**src/design/album_pkg.sv**
```systemverilog
`default_nettype none

package album_pkg;

	// ==============================
	// Album and frame buffer
	// ==============================

	// Album slot or browse index
	typedef logic [3:0] pic_idx_t;

	// One 640x480 picture, two pixels per word
	localparam int FRAME_WORDS = 640 * 480 / 2;

	// Frame-buffer word address
	localparam int ADDR_W = 23;

	typedef logic [ADDR_W-1:0] addr_t;

endpackage

`default_nettype wire

```
**src/design/gesture_pkg.sv**
```systemverilog
`default_nettype none

package gesture_pkg;

	// ==============================
	// Finger patch overlay
	// ==============================

	// Patches on the screen overlay
	localparam int PATCH_W = 48;

	// One hit flag per patch
	typedef logic [PATCH_W-1:0] patch_vec_t;

	// Patches that carry a command
	localparam int P_CHANGE_MODE  = 0;
	localparam int P_RED          = 2;
	localparam int P_YELLOW       = 3;
	localparam int P_BLUE         = 4;
	localparam int P_CONTROL_BACK = 6;
	localparam int P_CONTROL      = 7;
	localparam int P_WRITE_BACK   = 24;
	localparam int P_WRITE        = 32;
	localparam int P_SHOT         = 40;

	// ==============================
	// View mode and paint colour
	// ==============================

	// Bit positions inside mode_t
	localparam int MODE_DISPLAY   = 0;
	localparam int MODE_INTERFACE = 1;

	typedef logic [1:0] mode_t;

	// Paint colour codes
	typedef enum logic [1:0] {
		COLOR_RED    = 2'd0,
		COLOR_YELLOW = 2'd1,
		COLOR_BLUE   = 2'd2
	} color_t;

endpackage

`default_nettype wire

```
**src/design/ui_cmd_if.sv**
```systemverilog
`default_nettype none

interface ui_cmd_if;

	// One-cycle command pulses
	logic cmd_change_mode;
	logic cmd_control;
	logic cmd_control_back;
	logic cmd_write;
	logic cmd_write_back;
	logic cmd_red;
	logic cmd_yellow;
	logic cmd_blue;
	logic cmd_shot;

	// Current mode state
	gesture_pkg::mode_t  view_mode;
	logic                write_mode;
	album_pkg::pic_idx_t pic_count;

	// Patch decoder
	modport cmd (
		output cmd_change_mode, cmd_control, cmd_control_back, cmd_write,
		       cmd_write_back, cmd_red, cmd_yellow, cmd_blue, cmd_shot
	);

	// Mode register block
	modport mode (
		input  cmd_change_mode, cmd_control, cmd_control_back, cmd_write,
		       cmd_write_back, cmd_red, cmd_yellow, cmd_blue, pic_count,
		output view_mode, write_mode
	);

	// Screen shot unit
	modport shot (
		input  cmd_shot, view_mode,
		output pic_count
	);

	// Album browser
	modport view (
		input view_mode, pic_count
	);

endinterface

`default_nettype wire

```
**src/design/album_navigator.sv**
```systemverilog
`default_nettype none

module album_navigator (
	input  logic                i_clk,
	input  logic                i_rst_n,
	input  logic                i_gesture_add,
	input  logic                i_gesture_sub,
	input  logic                i_frame_rdone,
	ui_cmd_if.view              ui,
	output album_pkg::pic_idx_t o_display_num,
	output album_pkg::addr_t    o_wr_base,
	output album_pkg::addr_t    o_rd_base,
	output logic                o_reload
);

	album_pkg::pic_idx_t disp_q;
	album_pkg::pic_idx_t disp_d;
	// Buffer shown on screen
	album_pkg::pic_idx_t rd_idx;
	// Newest stored picture
	album_pkg::pic_idx_t last_idx;

	logic display;
	logic step_add;
	logic step_sub;
	// Display bit one cycle ago
	logic disp_prev_q;
	logic disp_change;
	// Read side needs a new base
	logic pend_q;
	logic reload_q;

	assign display  = ui.view_mode[gesture_pkg::MODE_DISPLAY];
	assign last_idx = ui.pic_count - 1'b1;

	// Browse steps, add wins
	assign step_add = display && i_gesture_add;
	assign step_sub = display && i_gesture_sub && !i_gesture_add;

	assign disp_change = display ^ disp_prev_q;

	// ==============================
	// Browse index
	// ==============================

	always_comb begin
		disp_d = disp_q;
		if (step_add) begin
			// Wrap past the newest picture
			disp_d = (disp_q == last_idx) ? '0 : disp_q + 1'b1;
		end else if (step_sub) begin
			disp_d = (disp_q == '0) ? last_idx : disp_q - 1'b1;
		end
	end

	// Browse in display mode, else live slot
	assign rd_idx = display ? disp_q : ui.pic_count;

	// Base addresses in frame-buffer words
	assign o_rd_base = album_pkg::addr_t'(rd_idx) * album_pkg::addr_t'(album_pkg::FRAME_WORDS);
	assign o_wr_base = album_pkg::addr_t'(ui.pic_count)
		* album_pkg::addr_t'(album_pkg::FRAME_WORDS);

	// ==============================
	// Reload handshake
	// ==============================

	always_ff @(posedge i_clk or negedge i_rst_n) begin
		if (!i_rst_n) begin
			disp_q      <= '0;
			disp_prev_q <= 1'b0;
			pend_q      <= 1'b0;
			reload_q    <= 1'b0;
		end else begin
			disp_q      <= disp_d;
			disp_prev_q <= display;
			// Latest change wins over a release
			if (step_add || step_sub || disp_change) begin
				pend_q <= 1'b1;
			end else if (i_frame_rdone) begin
				pend_q <= 1'b0;
			end
			// Reader reloads between frames
			reload_q <= pend_q && i_frame_rdone;
		end
	end

	assign o_display_num = disp_q;
	assign o_reload      = reload_q;

	// Browse index stays inside the stored pictures
	a_browse_in_album: assert property (@(posedge i_clk) disable iff (!i_rst_n)
		(ui.pic_count != '0) |-> (disp_q < ui.pic_count));

endmodule

`default_nettype wire

```
**src/design/gesture_ui_top.sv**
```systemverilog
`default_nettype none

module gesture_ui_top #(
	parameter int SNAP_DELAY = 100_000_000,
	parameter int MAX_PICS   = 7
) (
	input  logic                    CLOCK2_50,
	input  logic                    pic_rst,
	input  gesture_pkg::patch_vec_t i_patch,
	input  logic                    i_key_busy,
	input  logic                    i_skin_change,
	input  logic                    i_frame_wdone,
	input  logic                    i_frame_rdone,
	input  logic                    i_gesture_add,
	input  logic                    i_gesture_sub,
	output gesture_pkg::mode_t      o_view_mode,
	output logic                    o_write_mode,
	output gesture_pkg::color_t     o_varied_color,
	output album_pkg::pic_idx_t     o_pic_count,
	output album_pkg::pic_idx_t     o_display_num,
	output album_pkg::addr_t        o_wr_base,
	output album_pkg::addr_t        o_rd_base,
	output logic                    o_snap_req,
	output logic                    o_reload
);

	// Command and mode bus
	ui_cmd_if ui ();

	// Patch flags to command pulses
	patch_command_decode u_decode (
		.i_clk      (CLOCK2_50),
		.i_rst_n    (pic_rst),
		.i_patch    (i_patch),
		.i_key_busy (i_key_busy),
		.ui         (ui.cmd)
	);

	// View, write mode, colour
	mode_register u_mode (
		.i_clk          (CLOCK2_50),
		.i_rst_n        (pic_rst),
		.i_skin_change  (i_skin_change),
		.ui             (ui.mode),
		.o_varied_color (o_varied_color)
	);

	// Delayed screen shot
	snapshot_capture #(
		.SNAP_DELAY (SNAP_DELAY),
		.MAX_PICS   (MAX_PICS)
	) u_snap (
		.i_clk         (CLOCK2_50),
		.i_rst_n       (pic_rst),
		.i_frame_wdone (i_frame_wdone),
		.ui            (ui.shot),
		.o_snap_req    (o_snap_req)
	);

	// Browsing and buffer bases
	album_navigator u_nav (
		.i_clk         (CLOCK2_50),
		.i_rst_n       (pic_rst),
		.i_gesture_add (i_gesture_add),
		.i_gesture_sub (i_gesture_sub),
		.i_frame_rdone (i_frame_rdone),
		.ui            (ui.view),
		.o_display_num (o_display_num),
		.o_wr_base     (o_wr_base),
		.o_rd_base     (o_rd_base),
		.o_reload      (o_reload)
	);

	// Mode state out to the pins
	assign o_view_mode  = ui.view_mode;
	assign o_write_mode = ui.write_mode;
	assign o_pic_count  = ui.pic_count;

endmodule

`default_nettype wire

```
**src/design/mode_register.sv**
```systemverilog
`default_nettype none

module mode_register (
	input  logic                i_clk,
	input  logic                i_rst_n,
	input  logic                i_skin_change,
	ui_cmd_if.mode              ui,
	output gesture_pkg::color_t o_varied_color
);

	gesture_pkg::mode_t  view_q;
	gesture_pkg::mode_t  view_d;
	logic                write_q;
	logic                write_d;
	gesture_pkg::color_t color_q;
	gesture_pkg::color_t color_d;

	// Shorthand for the two view bits
	logic disp_on;
	logic intf_on;
	// Paint allowed in this view
	logic paint_ok;
	// Write toggle request
	logic write_cmd;

	assign disp_on   = view_q[gesture_pkg::MODE_DISPLAY];
	assign intf_on   = view_q[gesture_pkg::MODE_INTERFACE];
	assign paint_ok  = intf_on && !disp_on;
	// Off -> write patch, on -> write-back patch
	assign write_cmd = write_q ? ui.cmd_write_back : ui.cmd_write;

	always_comb begin
		view_d  = view_q;
		write_d = write_q;
		color_d = color_q;

		// Display bit
		// Skin change drops back to live view
		if (disp_on && i_skin_change) begin
			view_d[gesture_pkg::MODE_DISPLAY] = 1'b0;
		end else if (!disp_on && ui.cmd_change_mode && (ui.pic_count != '0)) begin
			// Nothing to browse in an empty album
			view_d[gesture_pkg::MODE_DISPLAY] = 1'b1;
		end

		// Interface bit
		if (!intf_on && ui.cmd_control) begin
			view_d[gesture_pkg::MODE_INTERFACE] = 1'b1;
		end else if (intf_on && ui.cmd_control_back) begin
			view_d[gesture_pkg::MODE_INTERFACE] = 1'b0;
		end

		// Write mode
		// Entering or leaving the button panel ends painting
		if (ui.cmd_control || (intf_on && ui.cmd_control_back)) begin
			write_d = 1'b0;
		end else if (paint_ok && write_cmd) begin
			write_d = ~write_q;
		end

		// Colour pick, red first if several
		if (write_q && !disp_on) begin
			if (ui.cmd_red) begin
				color_d = gesture_pkg::COLOR_RED;
			end else if (ui.cmd_yellow) begin
				color_d = gesture_pkg::COLOR_YELLOW;
			end else if (ui.cmd_blue) begin
				color_d = gesture_pkg::COLOR_BLUE;
			end
		end
	end

	always_ff @(posedge i_clk or negedge i_rst_n) begin
		if (!i_rst_n) begin
			view_q  <= '0;
			write_q <= 1'b0;
			color_q <= gesture_pkg::COLOR_RED;
		end else begin
			view_q  <= view_d;
			write_q <= write_d;
			color_q <= color_d;
		end
	end

	assign ui.view_mode    = view_q;
	assign ui.write_mode   = write_q;
	assign o_varied_color  = color_q;

	// Painting only inside the button panel
	a_write_needs_intf: assert property (@(posedge i_clk) disable iff (!i_rst_n)
		write_q |-> intf_on);

endmodule

`default_nettype wire

```
**src/design/patch_command_decode.sv**
```systemverilog
`default_nettype none

module patch_command_decode (
	input  logic                    i_clk,
	input  logic                    i_rst_n,
	input  gesture_pkg::patch_vec_t i_patch,
	input  logic                    i_key_busy,
	ui_cmd_if.cmd                   ui
);

	localparam int N_CMD = 9;

	// Gated flags this cycle
	logic [N_CMD-1:0] flag_now;
	// Gated flags from last edge
	logic [N_CMD-1:0] flag_q;
	// Registered rising edges
	logic [N_CMD-1:0] pulse_q;

	// Pick used patches, bit 0 first
	// Busy key masks every patch
	assign flag_now = {
		i_patch[gesture_pkg::P_SHOT],
		i_patch[gesture_pkg::P_BLUE],
		i_patch[gesture_pkg::P_YELLOW],
		i_patch[gesture_pkg::P_RED],
		i_patch[gesture_pkg::P_WRITE_BACK],
		i_patch[gesture_pkg::P_WRITE],
		i_patch[gesture_pkg::P_CONTROL_BACK],
		i_patch[gesture_pkg::P_CONTROL],
		i_patch[gesture_pkg::P_CHANGE_MODE]
	} & {N_CMD{~i_key_busy}};

	// Edge detect
	always_ff @(posedge i_clk or negedge i_rst_n) begin
		if (!i_rst_n) begin
			flag_q  <= '0;
			pulse_q <= '0;
		end else begin
			flag_q  <= flag_now;
			// High only on first cycle of a touch
			pulse_q <= flag_now & ~flag_q;
		end
	end

	// Fan out to command bus
	assign ui.cmd_change_mode  = pulse_q[0];
	assign ui.cmd_control      = pulse_q[1];
	assign ui.cmd_control_back = pulse_q[2];
	assign ui.cmd_write        = pulse_q[3];
	assign ui.cmd_write_back   = pulse_q[4];
	assign ui.cmd_red          = pulse_q[5];
	assign ui.cmd_yellow       = pulse_q[6];
	assign ui.cmd_blue         = pulse_q[7];
	assign ui.cmd_shot         = pulse_q[8];

endmodule

`default_nettype wire

```
**src/design/snapshot_capture.sv**
```systemverilog
`default_nettype none

module snapshot_capture #(
	parameter int SNAP_DELAY = 100_000_000,
	parameter int MAX_PICS   = 7
) (
	input  logic    i_clk,
	input  logic    i_rst_n,
	input  logic    i_frame_wdone,
	ui_cmd_if.shot  ui,
	output logic    o_snap_req
);

	// Wide enough to hold SNAP_DELAY
	localparam int CNT_W = (SNAP_DELAY > 0) ? $clog2(SNAP_DELAY + 1) : 1;

	typedef enum logic {
		SNAP_IDLE,
		SNAP_COUNT
	} snap_state_t;

	snap_state_t         state_q;
	logic [CNT_W-1:0]    cnt_q;
	album_pkg::pic_idx_t pic_q;
	// Capture done, waiting for a frame write
	logic                pend_q;
	logic                req_q;

	logic shot_ok;
	logic capture;
	logic room;

	// ==============================
	// Shot gating
	// ==============================

	// Shot only from the button panel in live view
	assign shot_ok = ui.cmd_shot && ui.view_mode[gesture_pkg::MODE_INTERFACE]
		&& !ui.view_mode[gesture_pkg::MODE_DISPLAY];

	// Last count cycle, a fresh shot restarts instead
	assign capture = (state_q == SNAP_COUNT) && (cnt_q == CNT_W'(SNAP_DELAY)) && !shot_ok;

	// Free album slot left
	assign room = pic_q < album_pkg::pic_idx_t'(MAX_PICS);

	// Delay timer
	always_ff @(posedge i_clk or negedge i_rst_n) begin
		if (!i_rst_n) begin
			state_q <= SNAP_IDLE;
			cnt_q   <= '0;
		end else if (shot_ok) begin
			state_q <= SNAP_COUNT;
			cnt_q   <= '0;
		end else if (capture) begin
			state_q <= SNAP_IDLE;
			cnt_q   <= '0;
		end else if (state_q == SNAP_COUNT) begin
			cnt_q <= cnt_q + 1'b1;
		end
	end

	// ==============================
	// Slot counter and request
	// ==============================

	always_ff @(posedge i_clk or negedge i_rst_n) begin
		if (!i_rst_n) begin
			pic_q  <= '0;
			pend_q <= 1'b0;
			req_q  <= 1'b0;
		end else begin
			if (capture && room) begin
				pic_q  <= pic_q + 1'b1;
				pend_q <= 1'b1;
			end else if (i_frame_wdone) begin
				pend_q <= 1'b0;
			end
			// Store starts at the next frame boundary
			req_q <= pend_q && i_frame_wdone;
		end
	end

	assign ui.pic_count = pic_q;
	assign o_snap_req   = req_q;

	// Album never overflows
	a_pic_count_cap: assert property (@(posedge i_clk) disable iff (!i_rst_n)
		pic_q <= album_pkg::pic_idx_t'(MAX_PICS));

endmodule

`default_nettype wire

```
**config.mk**
```make
export PLATFORM = sky130hd
export DESIGN_NAME = gesture_ui_top
export DESIGN_NICKNAME = d
export VERILOG_FILES = /design/src/design/album_pkg.sv /design/src/design/gesture_pkg.sv /design/src/design/ui_cmd_if.sv /design/src/design/album_navigator.sv /design/src/design/gesture_ui_top.sv /design/src/design/mode_register.sv /design/src/design/patch_command_decode.sv /design/src/design/snapshot_capture.sv
export SDC_FILE = /design/constraint.sdc
export NUM_CORES = 1
export LEC_CHECK = 0
export ABC_AREA = 1
export BUFFER_PORTS_ARGS = -buffer_cell sky130_fd_sc_hd__buf_2
export CORE_MARGIN = 4
export CORE_UTILIZATION = 49
export DETAILED_ROUTE_END_ITERATION = 10
export PLACE_DENSITY = 0.81
export SLEW_MARGIN = 20
export SYNTH_ARGS = -nofsm -noshare
export SYNTH_HDL_FRONTEND = slang
export SYNTH_SLANG_ARGS = --single-unit
```
**constraint.sdc**
```tcl
create_clock -name CLOCK2_50 -period 3 [get_ports CLOCK2_50]
set_input_delay 0.6 -clock CLOCK2_50 [delete_from_list [all_inputs] [get_ports CLOCK2_50]]
set_output_delay 0.6 -clock CLOCK2_50 [all_outputs]
set_load 0.01 [all_outputs]
```
Word level (Yosys, flattened, before mapping). Cells that the tools add are included.

Output and inout bits: 61. Logic and storage cells: 92. Register bits: 64. Bits of input ports: 56.

Bitwise operators: 6. Eq/ne operators: 2. Reductions and logical operators: 37. $add $sub $neg: 5. $lt $le $gt $ge: 1. $mul: 2. Multiplexer cells: 24.

Operators with widths (number): $mux W27 (3); $add A27 B1 Y27 const B (1); $eq A27 B27 Y1 const B (1); $mul A4 B7 Y11 const B (2); $mux W4 (5); $and A9 B9 Y9 (2); $logic_and A1 B1 Y1 (18); $reduce_bool A2 Y1 (7); $mux W1 (13); $not A9 Y9 (1); $add A4 B1 Y4 const B (2); $sub A4 B1 Y4 const B (2); $mux W2 (3); $reduce_bool A3 Y1 (2); $eq A4 B4 Y1 (1); $logic_not A1 Y1 (4); $logic_not A4 Y1 (1); $lt A4 B3 Y1 const B (1); $reduce_bool A4 Y1 (1); $logic_or A1 B1 Y1 (3); $not A1 Y1 (2); $reduce_and A2 Y1 (1); $xor A1 B1 Y1 (1).

Longest topological paths before layout.
Depth in word-level cells: 6. Depth in mapped cells: 15. Gate-level depth less buffers: 15.

Cells and area by module. A second synthesis with hierarchy kept.

Cell total of the unflattened synthesis: 628. Area total of the unflattened synthesis: 4658.2 µm².

Modules (own cells, without submodules): snapshot_capture (area each 2263.4 µm², times used 1, seq. area each 850.8 µm², cells each 321); album_navigator (area each 1574.0 µm², times used 1, seq. area each 175.2 µm², cells each 223); patch_command_decode (area each 555.5 µm², times used 1, seq. area each 450.4 µm², cells each 46); mode_register (area each 265.3 µm², times used 1, seq. area each 125.1 µm², cells each 38).

Worst setup path before layout. OpenSTA, ideal clock, no wires.

Kind: register to output. Start point: register u_mode.view_q[0], in the netlist u_mode.ui.view_mode[0]. End point: output port o_rd_base[19]. Cell stages (with the launch flop): 15. Data required time: 2.400 ns. Path buffers: 1. Setup slack: -0.239 ns. Data arrival time: 2.639 ns. Path through: dfrtp_1 > buf_2 > o21ai_0 > inv_1 > ha_1 > inv_1 > fa_1 > inv_1 > ha_1 > nand3_1 > nand3_1 > nand2_1 > nand2_1 > a21oi_1 > xnor2_1.

Longest elaborated chain between the ends: 2.

RTL lines: from (decl) (RTL line mode_register.sv:11) `gesture_pkg::mode_t view_q;`; from (signal assigned) (RTL line mode_register.sv:79) `view_q <= view_d;`; $mux W4 (RTL line album_navigator.sv:57) `assign rd_idx = display ? disp_q : ui.pic_count;`; $mul A4 B7 Y11 (RTL line album_navigator.sv:60) `assign o_rd_base = album_pkg::addr_t'(rd_idx) * album_pkg::addr_t'(album_pkg::FRAME_WORDS);`; to (decl) (RTL line gesture_ui_top.sv:22) `output album_pkg::addr_t o_rd_base,`.

No other way between the ends.

Final worst setup path. Ends and elaborated chain as after synthesis.

==> flow_summary.json <==
{
  "status": "complete, but fails checks",
  "failed_checks": "setup timing",
  "pre_cts_ws_ns": -0.1395,
  "track_usage_pct": 20.43,
  "syn_avg_cell_area_um2": 7.457,
  "start_kind": "flip-flop",
  "drc_errors": 0,
  "hold_buffers": 0,
  "dieArea_um2": 10660,
  "fin_ws_ns": -0.4268,
  "routed_wl_mm": 11.10,
  "max_freq_ghz": 0.2918,
  "fillers": 728,
  "grt_setup_unrepaired": "yes",
  "clock_latency_ns": 0.36,
  "syn_inst": 596,
  "layout-drive-gt1-share_pct": 25.00,
  "antenna_found_initial": 1,
  "tightest_slew_ns": 0.5641,
  "nets": 788,
  "crit_arrival_ns": 2.83,
  "fp.dieW_um": 103.2,
  "netlist.area_leader.share_pct": 36.04,
  "ys_ff_latch": 64,
  "pwr-share-seq_pct": 45.0,
  "hold_violations": 0,
  "instances_no_fill": 809,
  "wire_per_inst_um": 13.72,
  "rows": 34,
  "stdcell_area_um2": 5507,
  "period_needed_ns": 3.427,
  "synth_area_um2": 4444,
  "switchingPower_uw": 741.8,
  "slew_headroom_pct": 62.31,
  "placed_cells": 776,
  "async_reset_ff_share_pct": 100.0,
  "drtIter0Drc": 250,
  "seq_area_frac_synth_pct": 36.04,
  "gp_congestion": 0.9544,
  "yosysWarnings": 0,
  "overflow": 0,
  "fin_util_pct": 62.84,
  "yosys-top-cells-area": "dfrtp_1 36%, nand2_1 13%, ha_1 9.9%",
  "ir_worst_vdd_mv": 0.3522,
  "yosys.area.top_type": "dfrtp_1",
  "cts_tree": "done",
  "ctsHtreeMaxLevel": 3,
  "initial_core_util_pct": 50.71,
  "cts_root_buf": "clkbuf_8",
  "mostFrequentLayoutCells": "147 x nand2_1, 74 x inv_1, 62 x dfrtp_1",
  "dr.pass1.iters": 6,
  "clockPowerShare_pct": 34.5,
  "finalMaxSlewViolations": 0,
  "synth_flop_cell": "dfrtp_1",
  "final_common_cell": "nand2_1",
  "cts_sinks": 64,
  "synth_edf_count": 0,
  "fin_worst_skew_ns": 0.01197,
  "internal_power_uw": 1476,
  "viasPerCell": 5.132,
  "cp-end-kind": "output pin",
  "clk_path_buf_depth": 2,
  "worst_hold_slack_ns": 0.07216,
  "required_ns": 2.40,
  "grt_pass1_wl_mm": 17.41,
  "io_buffers": 53,
  "area_growth_pct": 23.90,
  "dpl_cell_area_um2": 4957,
  "grt_max_degree": 60,
  "reg2reg_slack_ns": 0.73,
  "p_per_area_nw_per_um2": 402.8,
  "ys_types": 33,
  "switching_share_pct": 33.45,
  "holdCritPathClass": "in2async",
  "fp.dieH_um": 103.2,
  "place_hpwl_mm": 7.511,
  "grt_pass1_vias": 3837,
  "leakage_uw": 0.002870,
  "crit_path_max_fanout": 8,
  "vias": 4152,
  "power_frac_comb_pct": 20.5,
  "path_class": "reg2out",
  "ant_nets": 0,
  "fin_crit_sh_pct": 114.2,
  "core_area_um2": 8763,
  "cts_buffers": 9,
  "finalSetupViolations": 14,
  "drv_cap": 0,
  "clk_pin_slew_ns": 0.09,
  "num_io_pins": 117
}
layout make-up:
| class | instances | area [µm²] | share of cell area (%) |
|---|---|---|---|
| antenna | 1 | 2.502 | 0.04544 |
| clock buffer | 9 | 123.9 | 2.249 |
| clock inverter | 7 | 78.83 | 1.431 |
| inverter | 84 | 320.3 | 5.817 |
| multi-input combinational | 438 | 2600 | 47.22 |
| sequential | 64 | 1604 | 29.13 |
| tap | 108 | 135.1 | 2.454 |
| timing repair buffer | 98 | 641.9 | 11.66 |
flip-flops by register name (all words and copies together), names as in the netlist:
name	count
u_snap.ui.pic_count	4
u_mode.ui.view_mode	2
u_nav.disp_prev_q	1
u_decode.flag_q	9
u_nav.o_display_num	4
u_mode.ui.write_mode	1
u_nav.o_reload	1
u_mode.o_varied_color	2
u_snap.pend_q	1
u_snap.state_q	1
u_nav.pend_q	1
u_snap.o_snap_req	1
u_snap.cnt_q	27
u_decode.pulse_q	9
stage by stage:
stage | TNS [ns] | power [µW]
final | -3.931 | 2218
after global routing | -5.642 | 2346
after CTS | -2.868 | 2216
after detailed placement | -0.4468 | 1461
after floorplan | 0 | 1333
after global placement | -0.1955 | 1447
synth_stat cells (9+ instances only):
master   number
a21oi_1      19
buf_4        26
nand4_1      12
dfrtp_1      64
nor3_1       12
nand2_1     152
nand3_1      32
nor2_1       61
inv_1        81
xor2_1       23
ha_1         35
o21ai_0      23
o22ai_1       9
cell families (layout without fill, tap and decap cells):
| group | count (synthesis) | after routing | synth area share, % |
|---|---|---|---|
| simple gates | 284 | 284 | 27.20 |
| other cells | 1 | 25 | 0.08438 |
| flops | 64 | 64 | 36.04 |
| fa+ha+maj | 37 | 37 | 10.75 |
| compound gates | 65 | 65 | 8.052 |
| xor+xnor | 28 | 28 | 5.518 |
| buf+inv | 117 | 198 | 12.36 |
what timing repair did:
action                     4_1_cts  5_1_grt
buffers inserted                10        7
resized for setup               24       24
setup endpoints to repair       14       14
pin swaps                       12       24
path summary, 6_finish.rpt:
path	start	end	cells after the start
worst max register to register	u_mode.ui.view_mode[0]	u_snap.cnt_q[3]	8
worst min register to register	u_decode.flag_q[4]	u_decode.pulse_q[4]	1
worst max-delay path	u_mode.ui.view_mode[0]	o_rd_base[19]	14
min in group CLOCK2_50	u_decode.flag_q[4]	u_decode.pulse_q[4]	1
max in group asynchronous	pic_rst	u_mode.ui.view_mode[0]	2
worst min-delay path	pic_rst	u_snap.ui.pic_count[0]	1
metal layers:
metal  share of wire, %  track usage, %
met2                 49           33.79
met3                5.2           3.957
met4                2.9           7.968
met5                  0               0
met1                 43           26.51
critical path: stages (launching register included):
cell	delay, ns
dfrtp_2	0.49
buf_6	0.15
o21ai_4	0.19
ha_2	0.20
inv_2	0.03
fa_1	0.48
inv_2	0.05
ha_4	0.15
nand3_2	0.05
nand3_2	0.08
nand2_2	0.09
nand2_2	0.06
a21oi_4	0.18
xnor2_2	0.12
buf_2	0.14
power groups by stage:
stage / clock [µW] / sequential [µW] / combinational, µW
finish: 766 / 998 / 454
global route: 817 / 1010 / 520
CTS: 769 / 997 / 450
detailed placement: 0 / 1010 / 448
global placement: 0 / 1010 / 436
floorplan: 0 / 1020 / 313
(Power assumes the default switching activity.)
